<file path="src/common/conv_params.svh">
`ifndef CONV_PARAMS_SVH
`define CONV_PARAMS_SVH

// Image and kernel geometry
`define CONV_KERNEL_DIM   4
`define CONV_IMG_ROWS     8
`define CONV_IMG_COLS     16

// DRAM read bursts
`define CONV_BURST_LEN    8
`define CONV_DRAM_LATENCY 6

// Byte addresses in DRAM
`define CONV_KERNEL_BASE  0
`define CONV_IMG_BASE     16
`define CONV_OUT_BASE     4096

`define CONV_ADDR_W       32
`define CONV_PIXEL_W      8
`define CONV_SUM_W        20

`endif
</file>
<file path="src/common/dram_pkg.sv">
`include "conv_params.svh"

package dram_pkg;

  // Command encoding on both DRAM ports
  typedef enum logic [1:0] {
    IDLE  = 2'b00,
    READ  = 2'b01,
    WRITE = 2'b10
  } dram_cmd_e;

  typedef logic [`CONV_ADDR_W-1:0] dram_addr_t;

endpackage

</file>
<file path="src/common/conv_pkg.sv">
`include "conv_params.svh"

package conv_pkg;

  // Signed image pixel and kernel coefficient
  typedef logic signed [`CONV_PIXEL_W-1:0] pixel_t;
  typedef logic signed [`CONV_PIXEL_W-1:0] coef_t;

  // Full precision of one coefficient times one pixel
  typedef logic signed [2*`CONV_PIXEL_W-1:0] product_t;

  // Room for 16 products without overflow
  typedef logic signed [`CONV_SUM_W-1:0] sum_t;

  // Indexed [row][col], col 0 is the leftmost column
  typedef pixel_t [`CONV_KERNEL_DIM-1:0][`CONV_KERNEL_DIM-1:0] window_t;

endpackage

</file>
<file path="src/common/dram_beat_if.sv">
`timescale 1ns/1ps
`include "conv_params.svh"

// One captured DRAM byte with its position in the kernel or the image
interface dram_beat_if;
  logic                                                   valid;
  logic                                                   is_kernel;
  conv_pkg::pixel_t                                       data;
  logic [$clog2(`CONV_KERNEL_DIM*`CONV_KERNEL_DIM)-1:0]   kidx;
  logic [$clog2(`CONV_IMG_ROWS)-1:0]                      row;
  logic [$clog2(`CONV_IMG_COLS)-1:0]                      col;

  modport source (output valid, is_kernel, data, kidx, row, col);
  modport sink   (input  valid, is_kernel, data, kidx, row, col);
endinterface

</file>
<file path="src/hdl/conv_top.sv">
`timescale 1ns/1ps

module conv_top (
  input  logic                 clk,
  input  logic                 reset_n,

  input  logic                 i_start,
  output logic                 o_ready,

  output dram_pkg::dram_cmd_e  o_input_cmd,
  output dram_pkg::dram_addr_t o_input_addr,
  input  conv_pkg::pixel_t     i_input_dout,

  output dram_pkg::dram_cmd_e  o_output_cmd,
  output dram_pkg::dram_addr_t o_output_addr,
  output conv_pkg::pixel_t     o_output_din,
  output logic                 o_output_oe
);

  logic               burst_start;
  logic               kernel_phase;
  logic               burst_done;
  logic               last_burst;
  logic               start_accepted;
  logic               win_valid;
  logic               res_valid;
  conv_pkg::window_t  window;
  conv_pkg::pixel_t   result;

  dram_beat_if beat_if ();

  // Start only counts while idle
  assign start_accepted = i_start && o_ready;

  conv_ctrl_fsm u_ctrl (
    .clk            (clk),
    .reset_n        (reset_n),
    .i_start        (i_start),
    .i_burst_done   (burst_done),
    .i_last_burst   (last_burst),
    .o_ready        (o_ready),
    .o_input_cmd    (o_input_cmd),
    .o_input_addr   (o_input_addr),
    .o_burst_start  (burst_start),
    .o_kernel_phase (kernel_phase)
  );

  burst_counter u_burst (
    .clk            (clk),
    .reset_n        (reset_n),
    .i_burst_start  (burst_start),
    .i_kernel_phase (kernel_phase),
    .i_input_dout   (i_input_dout),
    .o_burst_done   (burst_done),
    .o_last_burst   (last_burst),
    .beat           (beat_if.source)
  );

  line_window u_window (
    .clk         (clk),
    .reset_n     (reset_n),
    .beat        (beat_if.sink),
    .o_win_valid (win_valid),
    .o_window    (window)
  );

  mac_array u_mac (
    .clk         (clk),
    .reset_n     (reset_n),
    .beat        (beat_if.sink),
    .i_win_valid (win_valid),
    .i_window    (window),
    .o_res_valid (res_valid),
    .o_result    (result)
  );

  result_writer u_writer (
    .clk           (clk),
    .reset_n       (reset_n),
    .i_res_valid   (res_valid),
    .i_result      (result),
    .i_start       (start_accepted),
    .o_output_cmd  (o_output_cmd),
    .o_output_addr (o_output_addr),
    .o_output_din  (o_output_din),
    .o_output_oe   (o_output_oe)
  );

endmodule

</file>
<file path="src/hdl/result_writer.sv">
`timescale 1ns/1ps
`include "conv_params.svh"

module result_writer (
  input  logic                 clk,
  input  logic                 reset_n,
  input  logic                 i_res_valid,
  input  conv_pkg::pixel_t     i_result,
  input  logic                 i_start,
  output dram_pkg::dram_cmd_e  o_output_cmd,
  output dram_pkg::dram_addr_t o_output_addr,
  output conv_pkg::pixel_t     o_output_din,
  output logic                 o_output_oe
);

  localparam dram_pkg::dram_addr_t OUT_ADDR = dram_pkg::dram_addr_t'(`CONV_OUT_BASE);

  dram_pkg::dram_addr_t addr_cnt;

  always_ff @(posedge clk) begin
    if (!reset_n) begin
      o_output_cmd <= dram_pkg::IDLE;
      o_output_oe  <= 1'b0;
      addr_cnt     <= OUT_ADDR;
    end else begin
      o_output_cmd <= i_res_valid ? dram_pkg::WRITE : dram_pkg::IDLE;
      o_output_oe  <= i_res_valid;
      // Results arrive in raster order, one byte each
      if (i_start) begin
        addr_cnt <= OUT_ADDR;
      end else if (i_res_valid) begin
        addr_cnt <= addr_cnt + 1'b1;
      end
    end
  end

  always_ff @(posedge clk) begin
    if (i_res_valid) begin
      o_output_addr <= addr_cnt;
      o_output_din  <= i_result;
    end
  end

endmodule

</file>
<file path="src/conv/mac_array.sv">
`timescale 1ns/1ps
`include "conv_params.svh"

module mac_array (
  input  logic               clk,
  input  logic               reset_n,
  dram_beat_if.sink          beat,
  input  logic               i_win_valid,
  input  conv_pkg::window_t  i_window,
  output logic               o_res_valid,
  output conv_pkg::pixel_t   o_result
);

  localparam int KD = `CONV_KERNEL_DIM;

  localparam conv_pkg::sum_t SAT_MAX = conv_pkg::sum_t'(127);
  localparam conv_pkg::sum_t SAT_MIN = conv_pkg::sum_t'(-128);

  conv_pkg::coef_t    kern    [KD][KD];
  conv_pkg::product_t prod    [KD][KD];
  conv_pkg::sum_t     row_acc [KD];
  conv_pkg::sum_t     row_sum [KD];
  conv_pkg::sum_t     total;
  logic               v1;
  logic               v2;

  // Coefficients arrive row by row
  always_ff @(posedge clk) begin
    if (beat.valid && beat.is_kernel) begin
      kern[beat.kidx / KD][beat.kidx % KD] <= beat.data;
    end
  end

  always_comb begin
    for (int i = 0; i < KD; i++) begin
      row_acc[i] = '0;
      for (int j = 0; j < KD; j++) begin
        row_acc[i] = row_acc[i] + conv_pkg::sum_t'(prod[i][j]);
      end
    end
    total = '0;
    for (int i = 0; i < KD; i++) begin
      total = total + row_sum[i];
    end
  end

  always_ff @(posedge clk) begin
    if (!reset_n) begin
      v1          <= 1'b0;
      v2          <= 1'b0;
      o_res_valid <= 1'b0;
    end else begin
      v1          <= i_win_valid;
      v2          <= v1;
      o_res_valid <= v2;
    end
  end

  always_ff @(posedge clk) begin
    // Stage 1, products
    for (int i = 0; i < KD; i++) begin
      for (int j = 0; j < KD; j++) begin
        prod[i][j] <= kern[i][j] * i_window[i][j];
      end
    end
    // Stage 2, row sums
    for (int i = 0; i < KD; i++) begin
      row_sum[i] <= row_acc[i];
    end
    // Stage 3, total clamped to a byte
    if (total > SAT_MAX) begin
      o_result <= conv_pkg::pixel_t'(SAT_MAX);
    end else if (total < SAT_MIN) begin
      o_result <= conv_pkg::pixel_t'(SAT_MIN);
    end else begin
      o_result <= conv_pkg::pixel_t'(total);
    end
  end

endmodule

</file>
<file path="src/conv/line_window.sv">
`timescale 1ns/1ps
`include "conv_params.svh"

module line_window (
  input  logic               clk,
  input  logic               reset_n,
  dram_beat_if.sink          beat,
  output logic               o_win_valid,
  output conv_pkg::window_t  o_window
);

  localparam int KD    = `CONV_KERNEL_DIM;
  localparam int COLS  = `CONV_IMG_COLS;
  localparam int NBUF  = KD - 1;
  localparam int SEL_W = $clog2(NBUF);
  localparam int ROW_W = $clog2(`CONV_IMG_ROWS);
  localparam int COL_W = $clog2(COLS);

  // Last three image rows, wr_sel points at the oldest one
  conv_pkg::pixel_t row_buf [NBUF][COLS];
  logic [SEL_W-1:0] wr_sel;
  logic [SEL_W-1:0] rd_sel [NBUF];
  conv_pkg::pixel_t new_col [KD];
  logic             img_beat;

  assign img_beat = beat.valid && !beat.is_kernel;

  // New column, top is row r-3, bottom is the arriving pixel
  always_comb begin
    for (int k = 0; k < NBUF; k++) begin
      if (int'(wr_sel) + k >= NBUF) begin
        rd_sel[k] = SEL_W'(int'(wr_sel) + k - NBUF);
      end else begin
        rd_sel[k] = SEL_W'(int'(wr_sel) + k);
      end
      new_col[k] = row_buf[rd_sel[k]][beat.col];
    end
    new_col[KD-1] = beat.data;
  end

  always_ff @(posedge clk) begin
    if (!reset_n) begin
      wr_sel      <= '0;
      o_win_valid <= 1'b0;
    end else begin
      o_win_valid <= img_beat &&
                     (beat.row >= ROW_W'(KD - 1)) &&
                     (beat.col >= COL_W'(KD - 1));
      if (beat.valid) begin
        if (beat.is_kernel) begin
          wr_sel <= '0;
        end else if (beat.col == COL_W'(COLS - 1)) begin
          // Rotate buffers at the end of each image row
          if (wr_sel == SEL_W'(NBUF - 1)) begin
            wr_sel <= '0;
          end else begin
            wr_sel <= wr_sel + 1'b1;
          end
        end
      end
    end
  end

  always_ff @(posedge clk) begin
    if (img_beat) begin
      row_buf[wr_sel][beat.col] <= beat.data;
      for (int i = 0; i < KD; i++) begin
        for (int j = 0; j < KD - 1; j++) begin
          o_window[i][j] <= o_window[i][j+1];
        end
        o_window[i][KD-1] <= new_col[i];
      end
    end
  end

endmodule

</file>
<file path="src/hdl/burst_counter.sv">
`timescale 1ns/1ps
`include "conv_params.svh"

module burst_counter (
  input  logic              clk,
  input  logic              reset_n,
  input  logic              i_burst_start,
  input  logic              i_kernel_phase,
  input  conv_pkg::pixel_t  i_input_dout,
  output logic              o_burst_done,
  output logic              o_last_burst,
  dram_beat_if.source       beat
);

  localparam int KD     = `CONV_KERNEL_DIM;
  localparam int LAT_W  = $clog2(`CONV_DRAM_LATENCY + 1);
  localparam int BEAT_W = $clog2(`CONV_BURST_LEN);
  localparam int KIDX_W = $clog2(KD * KD);
  localparam int ROW_W  = $clog2(`CONV_IMG_ROWS);
  localparam int COL_W  = $clog2(`CONV_IMG_COLS);

  logic              waiting;
  logic              capturing;
  logic              kernel_q;
  logic [LAT_W-1:0]  lat_cnt;
  logic [BEAT_W-1:0] beat_cnt;
  logic [KIDX_W-1:0] kidx_cnt;
  logic [ROW_W-1:0]  row_cnt;
  logic [COL_W-1:0]  col_cnt;

  assign o_burst_done = capturing && (beat_cnt == BEAT_W'(`CONV_BURST_LEN - 1));
  assign o_last_burst = capturing && !kernel_q &&
                        (row_cnt == ROW_W'(`CONV_IMG_ROWS - 1)) &&
                        (col_cnt == COL_W'(`CONV_IMG_COLS - 1));

  always_ff @(posedge clk) begin
    if (!reset_n) begin
      waiting    <= 1'b0;
      capturing  <= 1'b0;
      kernel_q   <= 1'b0;
      lat_cnt    <= '0;
      beat_cnt   <= '0;
      kidx_cnt   <= '0;
      row_cnt    <= '0;
      col_cnt    <= '0;
      beat.valid <= 1'b0;
    end else begin
      beat.valid <= capturing;

      // Latency timer, first byte lands LATENCY cycles after the READ
      if (i_burst_start) begin
        waiting  <= 1'b1;
        lat_cnt  <= LAT_W'(1);
        kernel_q <= i_kernel_phase;
      end else if (waiting) begin
        if (lat_cnt == LAT_W'(`CONV_DRAM_LATENCY - 1)) begin
          waiting   <= 1'b0;
          capturing <= 1'b1;
          beat_cnt  <= '0;
        end else begin
          lat_cnt <= lat_cnt + 1'b1;
        end
      end

      if (capturing) begin
        beat_cnt <= beat_cnt + 1'b1;
        if (o_burst_done) begin
          capturing <= 1'b0;
        end
        // Kernel beats also rewind the image position for the next run
        if (kernel_q) begin
          kidx_cnt <= kidx_cnt + 1'b1;
          row_cnt  <= '0;
          col_cnt  <= '0;
        end else begin
          kidx_cnt <= '0;
          if (col_cnt == COL_W'(`CONV_IMG_COLS - 1)) begin
            col_cnt <= '0;
            row_cnt <= row_cnt + 1'b1;
          end else begin
            col_cnt <= col_cnt + 1'b1;
          end
        end
      end
    end
  end

  always_ff @(posedge clk) begin
    if (capturing) begin
      beat.data      <= i_input_dout;
      beat.is_kernel <= kernel_q;
      beat.kidx      <= kidx_cnt;
      beat.row       <= row_cnt;
      beat.col       <= col_cnt;
    end
  end

endmodule

</file>
<file path="src/hdl/conv_ctrl_fsm.sv">
`timescale 1ns/1ps
`include "conv_params.svh"

module conv_ctrl_fsm (
  input  logic                 clk,
  input  logic                 reset_n,
  input  logic                 i_start,
  input  logic                 i_burst_done,
  input  logic                 i_last_burst,
  output logic                 o_ready,
  output dram_pkg::dram_cmd_e  o_input_cmd,
  output dram_pkg::dram_addr_t o_input_addr,
  output logic                 o_burst_start,
  output logic                 o_kernel_phase
);

  localparam int DRAIN_CYCLES = 5;
  localparam int DRAIN_W      = $clog2(DRAIN_CYCLES);

  localparam dram_pkg::dram_addr_t KERNEL_ADDR = dram_pkg::dram_addr_t'(`CONV_KERNEL_BASE);
  localparam dram_pkg::dram_addr_t KERNEL_LAST =
    dram_pkg::dram_addr_t'(`CONV_KERNEL_BASE + `CONV_BURST_LEN);
  localparam dram_pkg::dram_addr_t IMG_ADDR    = dram_pkg::dram_addr_t'(`CONV_IMG_BASE);
  localparam dram_pkg::dram_addr_t BURST_STEP  = dram_pkg::dram_addr_t'(`CONV_BURST_LEN);

  typedef enum logic [1:0] {
    IDLE,
    KERNEL_READ,
    IMAGE_READ,
    DRAIN
  } state_e;

  state_e             state;
  logic [DRAIN_W-1:0] drain_cnt;

  assign o_kernel_phase = (state == KERNEL_READ);

  always_ff @(posedge clk) begin
    if (!reset_n) begin
      state         <= IDLE;
      o_ready       <= 1'b1;
      o_input_cmd   <= dram_pkg::IDLE;
      o_input_addr  <= KERNEL_ADDR;
      o_burst_start <= 1'b0;
      drain_cnt     <= '0;
    end else begin
      // READ and burst start are single cycle pulses
      o_input_cmd   <= dram_pkg::IDLE;
      o_burst_start <= 1'b0;

      case (state)
        IDLE: begin
          if (i_start && o_ready) begin
            o_ready       <= 1'b0;
            state         <= KERNEL_READ;
            o_input_cmd   <= dram_pkg::READ;
            o_input_addr  <= KERNEL_ADDR;
            o_burst_start <= 1'b1;
          end
        end
        KERNEL_READ: begin
          if (i_burst_done) begin
            o_input_cmd   <= dram_pkg::READ;
            o_burst_start <= 1'b1;
            // Second kernel burst done, image follows
            if (o_input_addr == KERNEL_LAST) begin
              state        <= IMAGE_READ;
              o_input_addr <= IMG_ADDR;
            end else begin
              o_input_addr <= o_input_addr + BURST_STEP;
            end
          end
        end
        IMAGE_READ: begin
          if (i_burst_done) begin
            if (i_last_burst) begin
              state     <= DRAIN;
              drain_cnt <= '0;
            end else begin
              o_input_cmd   <= dram_pkg::READ;
              o_input_addr  <= o_input_addr + BURST_STEP;
              o_burst_start <= 1'b1;
            end
          end
        end
        DRAIN: begin
          // Let the window and MAC pipeline empty
          if (drain_cnt == DRAIN_W'(DRAIN_CYCLES - 1)) begin
            state   <= IDLE;
            o_ready <= 1'b1;
          end else begin
            drain_cnt <= drain_cnt + 1'b1;
          end
        end
        default: state <= IDLE;
      endcase
    end
  end

endmodule

</file>
<file path="config.mk">
export PLATFORM = sky130hd
export DESIGN_NAME = conv_top
export DESIGN_NICKNAME = d
export VERILOG_FILES = /design/src/common/dram_pkg.sv /design/src/common/conv_pkg.sv /design/src/common/dram_beat_if.sv /design/src/hdl/conv_top.sv /design/src/hdl/result_writer.sv /design/src/conv/mac_array.sv /design/src/conv/line_window.sv /design/src/hdl/burst_counter.sv /design/src/hdl/conv_ctrl_fsm.sv
export VERILOG_INCLUDE_DIRS = /design/src /design/src/common
export SDC_FILE = /design/constraint.sdc
export NUM_CORES = 2
export LEC_CHECK = 0
export BUFFER_PORTS_ARGS = -buffer_cell sky130_fd_sc_hd__buf_2
export CORE_MARGIN = 3
export CORE_UTILIZATION = 50
export CTS_CLUSTER_DIAMETER = 80
export DETAILED_ROUTE_END_ITERATION = 12
export GPL_TIMING_DRIVEN = 0
export PLACE_DENSITY = 0.74
export SLEW_MARGIN = 20
export SYNTH_ARGS = -nofsm -noshare
export SYNTH_HDL_FRONTEND = slang
export SYNTH_SLANG_ARGS = --single-unit
export TNS_END_PERCENT = 5
</file>
<file path="constraint.sdc">
create_clock -name clk -period 10 [get_ports clk]
set_input_delay 1.5 -clock clk [delete_from_list [all_inputs] [get_ports clk]]
set_output_delay 1.5 -clock clk [all_outputs]
set_load 0.005 [all_outputs]
</file>
# Word level (Yosys, flattened, before mapping)
# Memories as Yosys holds them, arrays and structs flattened.
# Cells that the tools add are included.
[totals]
input_bits = 11
ff_bits = 299
out_inout_bits = 78
mem_bits_ro = 0
elab_cells = 241
latchBits = 0
n_memories = 4
ramBits = 848
[mem_list]
columns = ["memory", "words", "width", "read_ports", "rd_clocked_by_memory_dff", "write_ports", "line_no", "text"]
rows = [
  ["u_window.row_buf", 3, 128, 3, 0, 1, "line_window.sv:20", "conv_pkg::pixel_t row_buf [NBUF][COLS];"],
  ["u_mac.prod", 4, 64, 4, 0, 4, "mac_array.sv:20", "conv_pkg::product_t prod [KD][KD];"],
  ["u_mac.kern", 4, 32, 4, 0, 1, "mac_array.sv:19", "conv_pkg::coef_t kern [KD][KD];"],
  ["u_mac.row_sum", 4, 20, 4, 0, 4, "mac_array.sv:22", "conv_pkg::sum_t row_sum [KD];"],
]
[op_classes]
mux = 75
n_shift = 0
eq_ne = 21
bitwise = 4
addsub = 29
order_cmp = 11
n_reduce_logical = 33
n_div = 0
mul = 16
[op_table]
columns = ["cell", "n"]
rows = [
  ["8-bit by 8-bit multiplier with 16-bit output", 16],
  ["32-bit two-way mux", 6],
  ["128-bit two-way mux", 1],
  ["8-bit binary-select mux with 4-bit select", 3],
  ["32-bit case mux with 3 select lines", 1],
  ["20-bit by 16-bit adder with 20-bit output", 4],
  ["17-bit by 16-bit adder with 18-bit output", 4],
  ["8-bit two-way mux", 9],
  ["16-bit by 16-bit adder with 17-bit output", 4],
  ["20-bit adder", 3],
  ["33-bit by 3-bit greater-or-equal comparator with 1-bit output, second input constant", 1],
  ["33-bit by 1-bit less-than comparator with 1-bit output, second input constant", 1],
  ["2-bit NOT with 33-bit output", 1],
  ["32-bit by 1-bit adder with 32-bit output, second input constant", 1],
  ["32-bit by 4-bit adder with 32-bit output, second input constant", 1],
  ["8-bit demux with 4-bit select", 1],
  ["32-bit by 4-bit equality test with 1-bit output, second input constant", 1],
  ["2-bit two-way mux", 14],
  ["3-bit two-way mux", 9],
  ["1-bit two-way mux", 22],
  ["20-bit by 8-bit greater-than comparator with 1-bit output, second input constant", 1],
  ["20-bit by 8-bit less-than comparator with 1-bit output, second input constant", 1],
  ["8-bit demux with 2-bit select", 1],
  ["2-bit inequality test, second input constant", 8],
  ["other kinds (36)", 75],
]

# Longest topological paths before layout
[depth]
depth_word = 7
depth_mapped = 20
mapped_depth_nobuf = 20

# Modules after synthesis
# A second synthesis with hierarchy kept.
[hier_totals]
hier_cells = 7786
hier_area_um2 = 87659.1
[modules_own_cells]
columns = ["module", "instances", "seq_area_each_um2", "area_per_inst_um2", "cells_each"]
rows = [
  ["mac_array", 1, 10710.3, 56531.7, 5537],
  ["line_window", 1, 15434.8, 24653.6, 1648],
  ["result_writer", 1, 1861.8, 2753.9, 219],
  ["conv_ctrl_fsm", 1, 720.7, 2123.3, 265],
  ["burst_counter", 1, 1021.0, 1590.3, 116],
  ["conv_top", 1, 0.0, 6.3, 1],
]

# Worst setup path after synthesis
# No wires, ideal clock.
[synth_timing]
kind = "reg-to-reg"
start = "reg u_burst.beat.is_kernel"
end = "mem u_window.row_buf[0][0] in the netlist's numbering (enable)"
arrival_time_ns = 5.362
slack_ns = 4.268
required_time_ns = 9.630
synth_period_minus_slack_ns = 5.732
setup_time_ns = 0.370
path_buffers = 2
path_stages_with_launch = 6
cell_sequence = "edfxtp_1 nor2b_1 clkbuf_1 nand2_1 clkbuf_1 nor2_1"
[synth_between]
elab_chain_len = 4
[synth_lines]
columns = ["item", "line_no", "text"]
rows = [
  ["start, declared", "dram_beat_if.sv:13", "modport source (output valid, is_kernel, data, kidx, row, col);"],
  ["start signal, assigned", "burst_counter.sv:91", "beat.is_kernel <= kernel_q;"],
  ["1-bit zero test", "line_window.sv:26", "assign img_beat = beat.valid && !beat.is_kernel;"],
  ["1-bit logical AND", "line_window.sv:26", ""],
  ["named net u_window.img_beat", "line_window.sv:24", "logic img_beat;"],
  ["1-bit two-way mux", "line_window.sv:65", "if (img_beat) begin"],
  ["128-bit two-way mux (not written as such)", "line_window.sv:66", "row_buf[wr_sel][beat.col] <= beat.data;"],
  ["end, declared", "line_window.sv:20", ""],
]
# The timed path passes the listed nets, and every way through them passes these cells.

==> key figures <==
Die
  • DIE HEIGHT: 428 um
  • Die Wd: 428 um
  • Initial Utilization: 0.505
  • CORE AREA: 176000 um2
  • Site Rows: 154
  • DIE AREA: 183000 um2
  • IO Pins: 89

Clock network
  • Worst-Skew Late Latency: 830 ps
  • CTS Root Cell: clkbuf_16
  • Cts hold-fix bufs: 0
  • Num CTS Buffers: 136
  • H-tree levels: 4
  • Clk pin slew, worst setup/hold paths: 60 ps
  • CTS tree: built
  • CTS Sinks: 1140
  • # resized after CTS: 0
  • Post-CTS Setup Inserts: 0
  • Clk buf depth: 3

Pwr
  • Clock Power Share: 0.500
  • Sw Ratio: 0.222
  • NetSw: 2.29 mW
  • P per Cell Area: 105 nW/um2
  • Peak supply drop: 0.182 mV
  • Power after layout: 10.3 mW
  • Power share of the sequential group: 0.482
  • Lkg Pwr: 41.3 nW
  • Internal: 8.00 mW
  • Combinational power share: 0.018

Critical path
  • Critical path class: flop to flop
  • Critical path startpoint category: flop
  • Crit Reg-Reg Startpoint: u_window.o_window[34]$_DFFE_PP_
  • CP Data Required Time: 10600 ps
  • Crit-path max FO: 8
  • Worst Setup End Kind: flop
  • R2R depth: 16
  • Crit path DAT: 5780 ps
  • R2R setup slack: 4820 ps
  • R2r endpoint: u_mac.prod[1][62]$_DFF_P_

Worst hold path
  • Hold Path Stages: 0
  • HP Start: u_mac.o_result[5]$_SDFF_PN1_
  • Min-Delay Path Class: flop to flop
  • Hold path endpoint: u_writer.o_output_din[5]$_DFFE_PP_

Synthesis
  • Post-synth ARST share: 0
  • Post-synth cell types: 95
  • Register area share after synthesis: 0.335
  • Post-synth top flop: edfxtp_1
  • Synth Area per Inst: 11.0 um2
  • Synth top area share: 0.236
  • Synth area leader: edfxtp_1
  • Top cells by count, synth: 1315 x inv_1, 990 x fa_1, 700 x edfxtp_1
  • Synth Register Bits: 1140
  • Count leader, synth: inv_1
  • Cells after synthesis: 8132
  • Warnings, synthesis: 0
  • Post-synth EDFFs: 700
  • Post-synthesis cell area: 89000 um2
  • Top post-synthesis cells by area: edfxtp_1 24%, fa_1 22%, dfxtp_1 9.9%, ha_1 9.0%, inv_1 5.5%

Timing
  • Worst slew margin: 0.130
  • Final period util: 0.518
  • # setup viols final: 0
  • Final Hold Fails: 0
  • Least-Margin Pin Slew: 1300 ps
  • Fmax: 0.193 GHz
  • Slew Limit Fails: 0
  • Final worst path period need: 5180 ps
  • Setup total negative slack: 0 ps
  • RSZ-0062 raised after global routing: false
  • Skew final: 68.7 ps

Drt
  • Iteration-0 DRC count of the detailed router: 5467
  • TritonRoute pass-1 iters: 6
  • Vias after detailed routing: 61100
  • Final antenna-violating net count: 0
  • Routed len/inst: 21.8 um
  • Vias per inst: 5.63
  • Detailed Route WL: 237000 um
  • Post-route DRC: 0

Placed design
  • Final HPWL DP: 186000 um
  • GPL Wtd Cong: 1.02
  • Port-buffer cells: 83

GRT
  • Maximum number of pins on one net before global-route repair: 45
  • First-pass GRT wire length: 367000 um
  • Initial antenna violation count: 12
  • GRT Total Usage: 0.259
  • Vias in the first global route: 63300
  • GRT overflow: 0

Layout
  • Nets: 10000
  • Synth-to-Final Area Change: 10.1%
  • Fillers: 14700
  • Share of cells above drive strength 1: 0.0782
  • Utilization after layout: 0.555

Run
  • Max-cap violation count: 0

Outcome
  • Outcome: finished clean
==> stage by stage <==
stage | cells | instance area (um2) | hold WS, ps | setup WS (ps)
after floorplan | 8136 | 89100 | 386 | 4270
after global placement | 10600 | 92400 | 391 | -616
after detailed placement | 10600 | 93200 | 394 | 4850
after CTS | 10900 | 98000 | 406 | 4790
after global routing | 10900 | 98000 | 407 | 4390
final | 10900 | 98000 | 402 | 4820
==> layout make-up <==
cell class,instances,area (um2),share of cell area
Sequential cell,1140,29800,0.304
Buffer,158,687,0.00701
Clock buffer,175,3760,0.0384
Clock inverter,77,981,0.0100
Tap cell,2340,2930,0.0299
Timing Repair Buffer,127,1190,0.0121
Multi-Input combinational cell,5521,53700,0.548
Antenna cell,7,17.5,0.000179
Inverter,1317,4940,0.0504
==> metal layers <==
metal | up-vias | global-route usage | wire [um]
met2 | 2403 | 0.418 | 109000
met4 | 12 | 0.107 | 10900
met5 | - | 0 | 91
li1 | 27500 | - | -
met1 | 30600 | 0.343 | 97500
met3 | 575 | 0.0506 | 18800
==> how the worst max path moves through the flow <==
stage                                     start                                 end  slack, ps  cells after the start
2_1_floorplan  u_burst.beat.is_kernel$_DFFE_PP_    u_window.row_buf[0][0]$_DFFE_PP_       4270                      5
3_3_place_gp   u_burst.beat.is_kernel$_DFFE_PP_  u_window.row_buf[0][106]$_DFFE_PP_       -620                      5
3_5_place_dp    u_window.o_window[34]$_DFFE_PP_           u_mac.prod[1][62]$_DFF_P_       4850                     16
4_1_cts         u_window.o_window[34]$_DFFE_PP_           u_mac.prod[1][62]$_DFF_P_       4790                     16
5_1_grt         u_window.o_window[34]$_DFFE_PP_           u_mac.prod[1][62]$_DFF_P_       4390                     16
6_report        u_window.o_window[34]$_DFFE_PP_           u_mac.prod[1][62]$_DFF_P_       4820                     16
==> power by group through the flow <==
| stage | Combinational [mW] | Sequential [mW] | Clock, mW |
|---|---|---|---|
| after floorplan | 0.138 | 5.05 | 0 |
| after global placement | 0.178 | 5.06 | 0 |
| after detailed placement | 0.186 | 5.06 | 0 |
| after CTS | 0.187 | 4.96 | 5.22 |
| after global routing | 0.211 | 4.96 | 5.41 |
| final | 0.188 | 4.96 | 5.14 |
==> kinds of logic (layout without fill, tap and decap cells) <==
kind of cell,Yosys count,count (layout),share of synthesized area
AOI/OAI and AO/OA,917,917,0.0663
xor gates and xnor gates,387,387,0.0381
adders and majority gates,1632,1632,0.313
buffers and inverters,1475,1854,0.0632
DFF,1140,1140,0.335
muxes,322,322,0.0557
other,1,12,0.0000421
and+or+nand+nor,2258,2258,0.129
==> registers in the layout, indices dropped and copies added (netlist names), 4 cells and up <==
| signal | count |
|---|---|
| u_burst.beat.col | 4 |
| u_burst.beat.data | 8 |
| u_burst.beat.kidx | 4 |
| u_burst.col_cnt | 4 |
| u_burst.kidx_cnt | 4 |
| u_ctrl.o_input_addr | 29 |
| u_mac.kern | 128 |
| u_mac.o_result | 8 |
| u_mac.prod | 256 |
| u_mac.row_sum | 80 |
| u_window.o_window | 128 |
| u_window.row_buf | 384 |
| u_writer.addr_cnt | 32 |
| u_writer.o_output_addr | 32 |
| u_writer.o_output_din | 8 |
==> critical path, cell delays in order, from the launching register on <==
cell and delay, ps:
edfxtp_1 590, and2_1 270, fa_1 410, inv_1 80, fa_1 430, fa_1 530, fa_1 510, inv_1 50
ha_1 310, nor2b_1 140, o21ai_0 250, a21boi_0 220, o21ai_0 250, a21boi_0 140, o21ai_0 250, nand2_1 130
o311ai_0 470
==> cell usage in the layout (no fill, tap or decap), types with 28 or more instances in the layout <==
master,instances
buf_8,34
clkbuf_1,107
inv_1,1315
nand2b_1,149
o22ai_1,30
fa_1,990
ha_1,642
edfxtp_1,700
a21boi_0,48
or3_1,35
nor2_1,375
a31oi_1,32
o21a_1,30
dfxtp_1,438
mux4_2,135
a21o_1,41
nand3_1,95
o21ai_0,224
a21oi_1,231
mux2i_1,148
nand2_1,614
buf_2,128
xnor2_1,311
and3_1,46
nor2b_1,71
nor3_1,96
mux2_2,38
clkbuf_16,140
and2_1,636
a211oi_1,47
or2_2,28
xor2_1,76
Power figures use the tool's default switching activity.
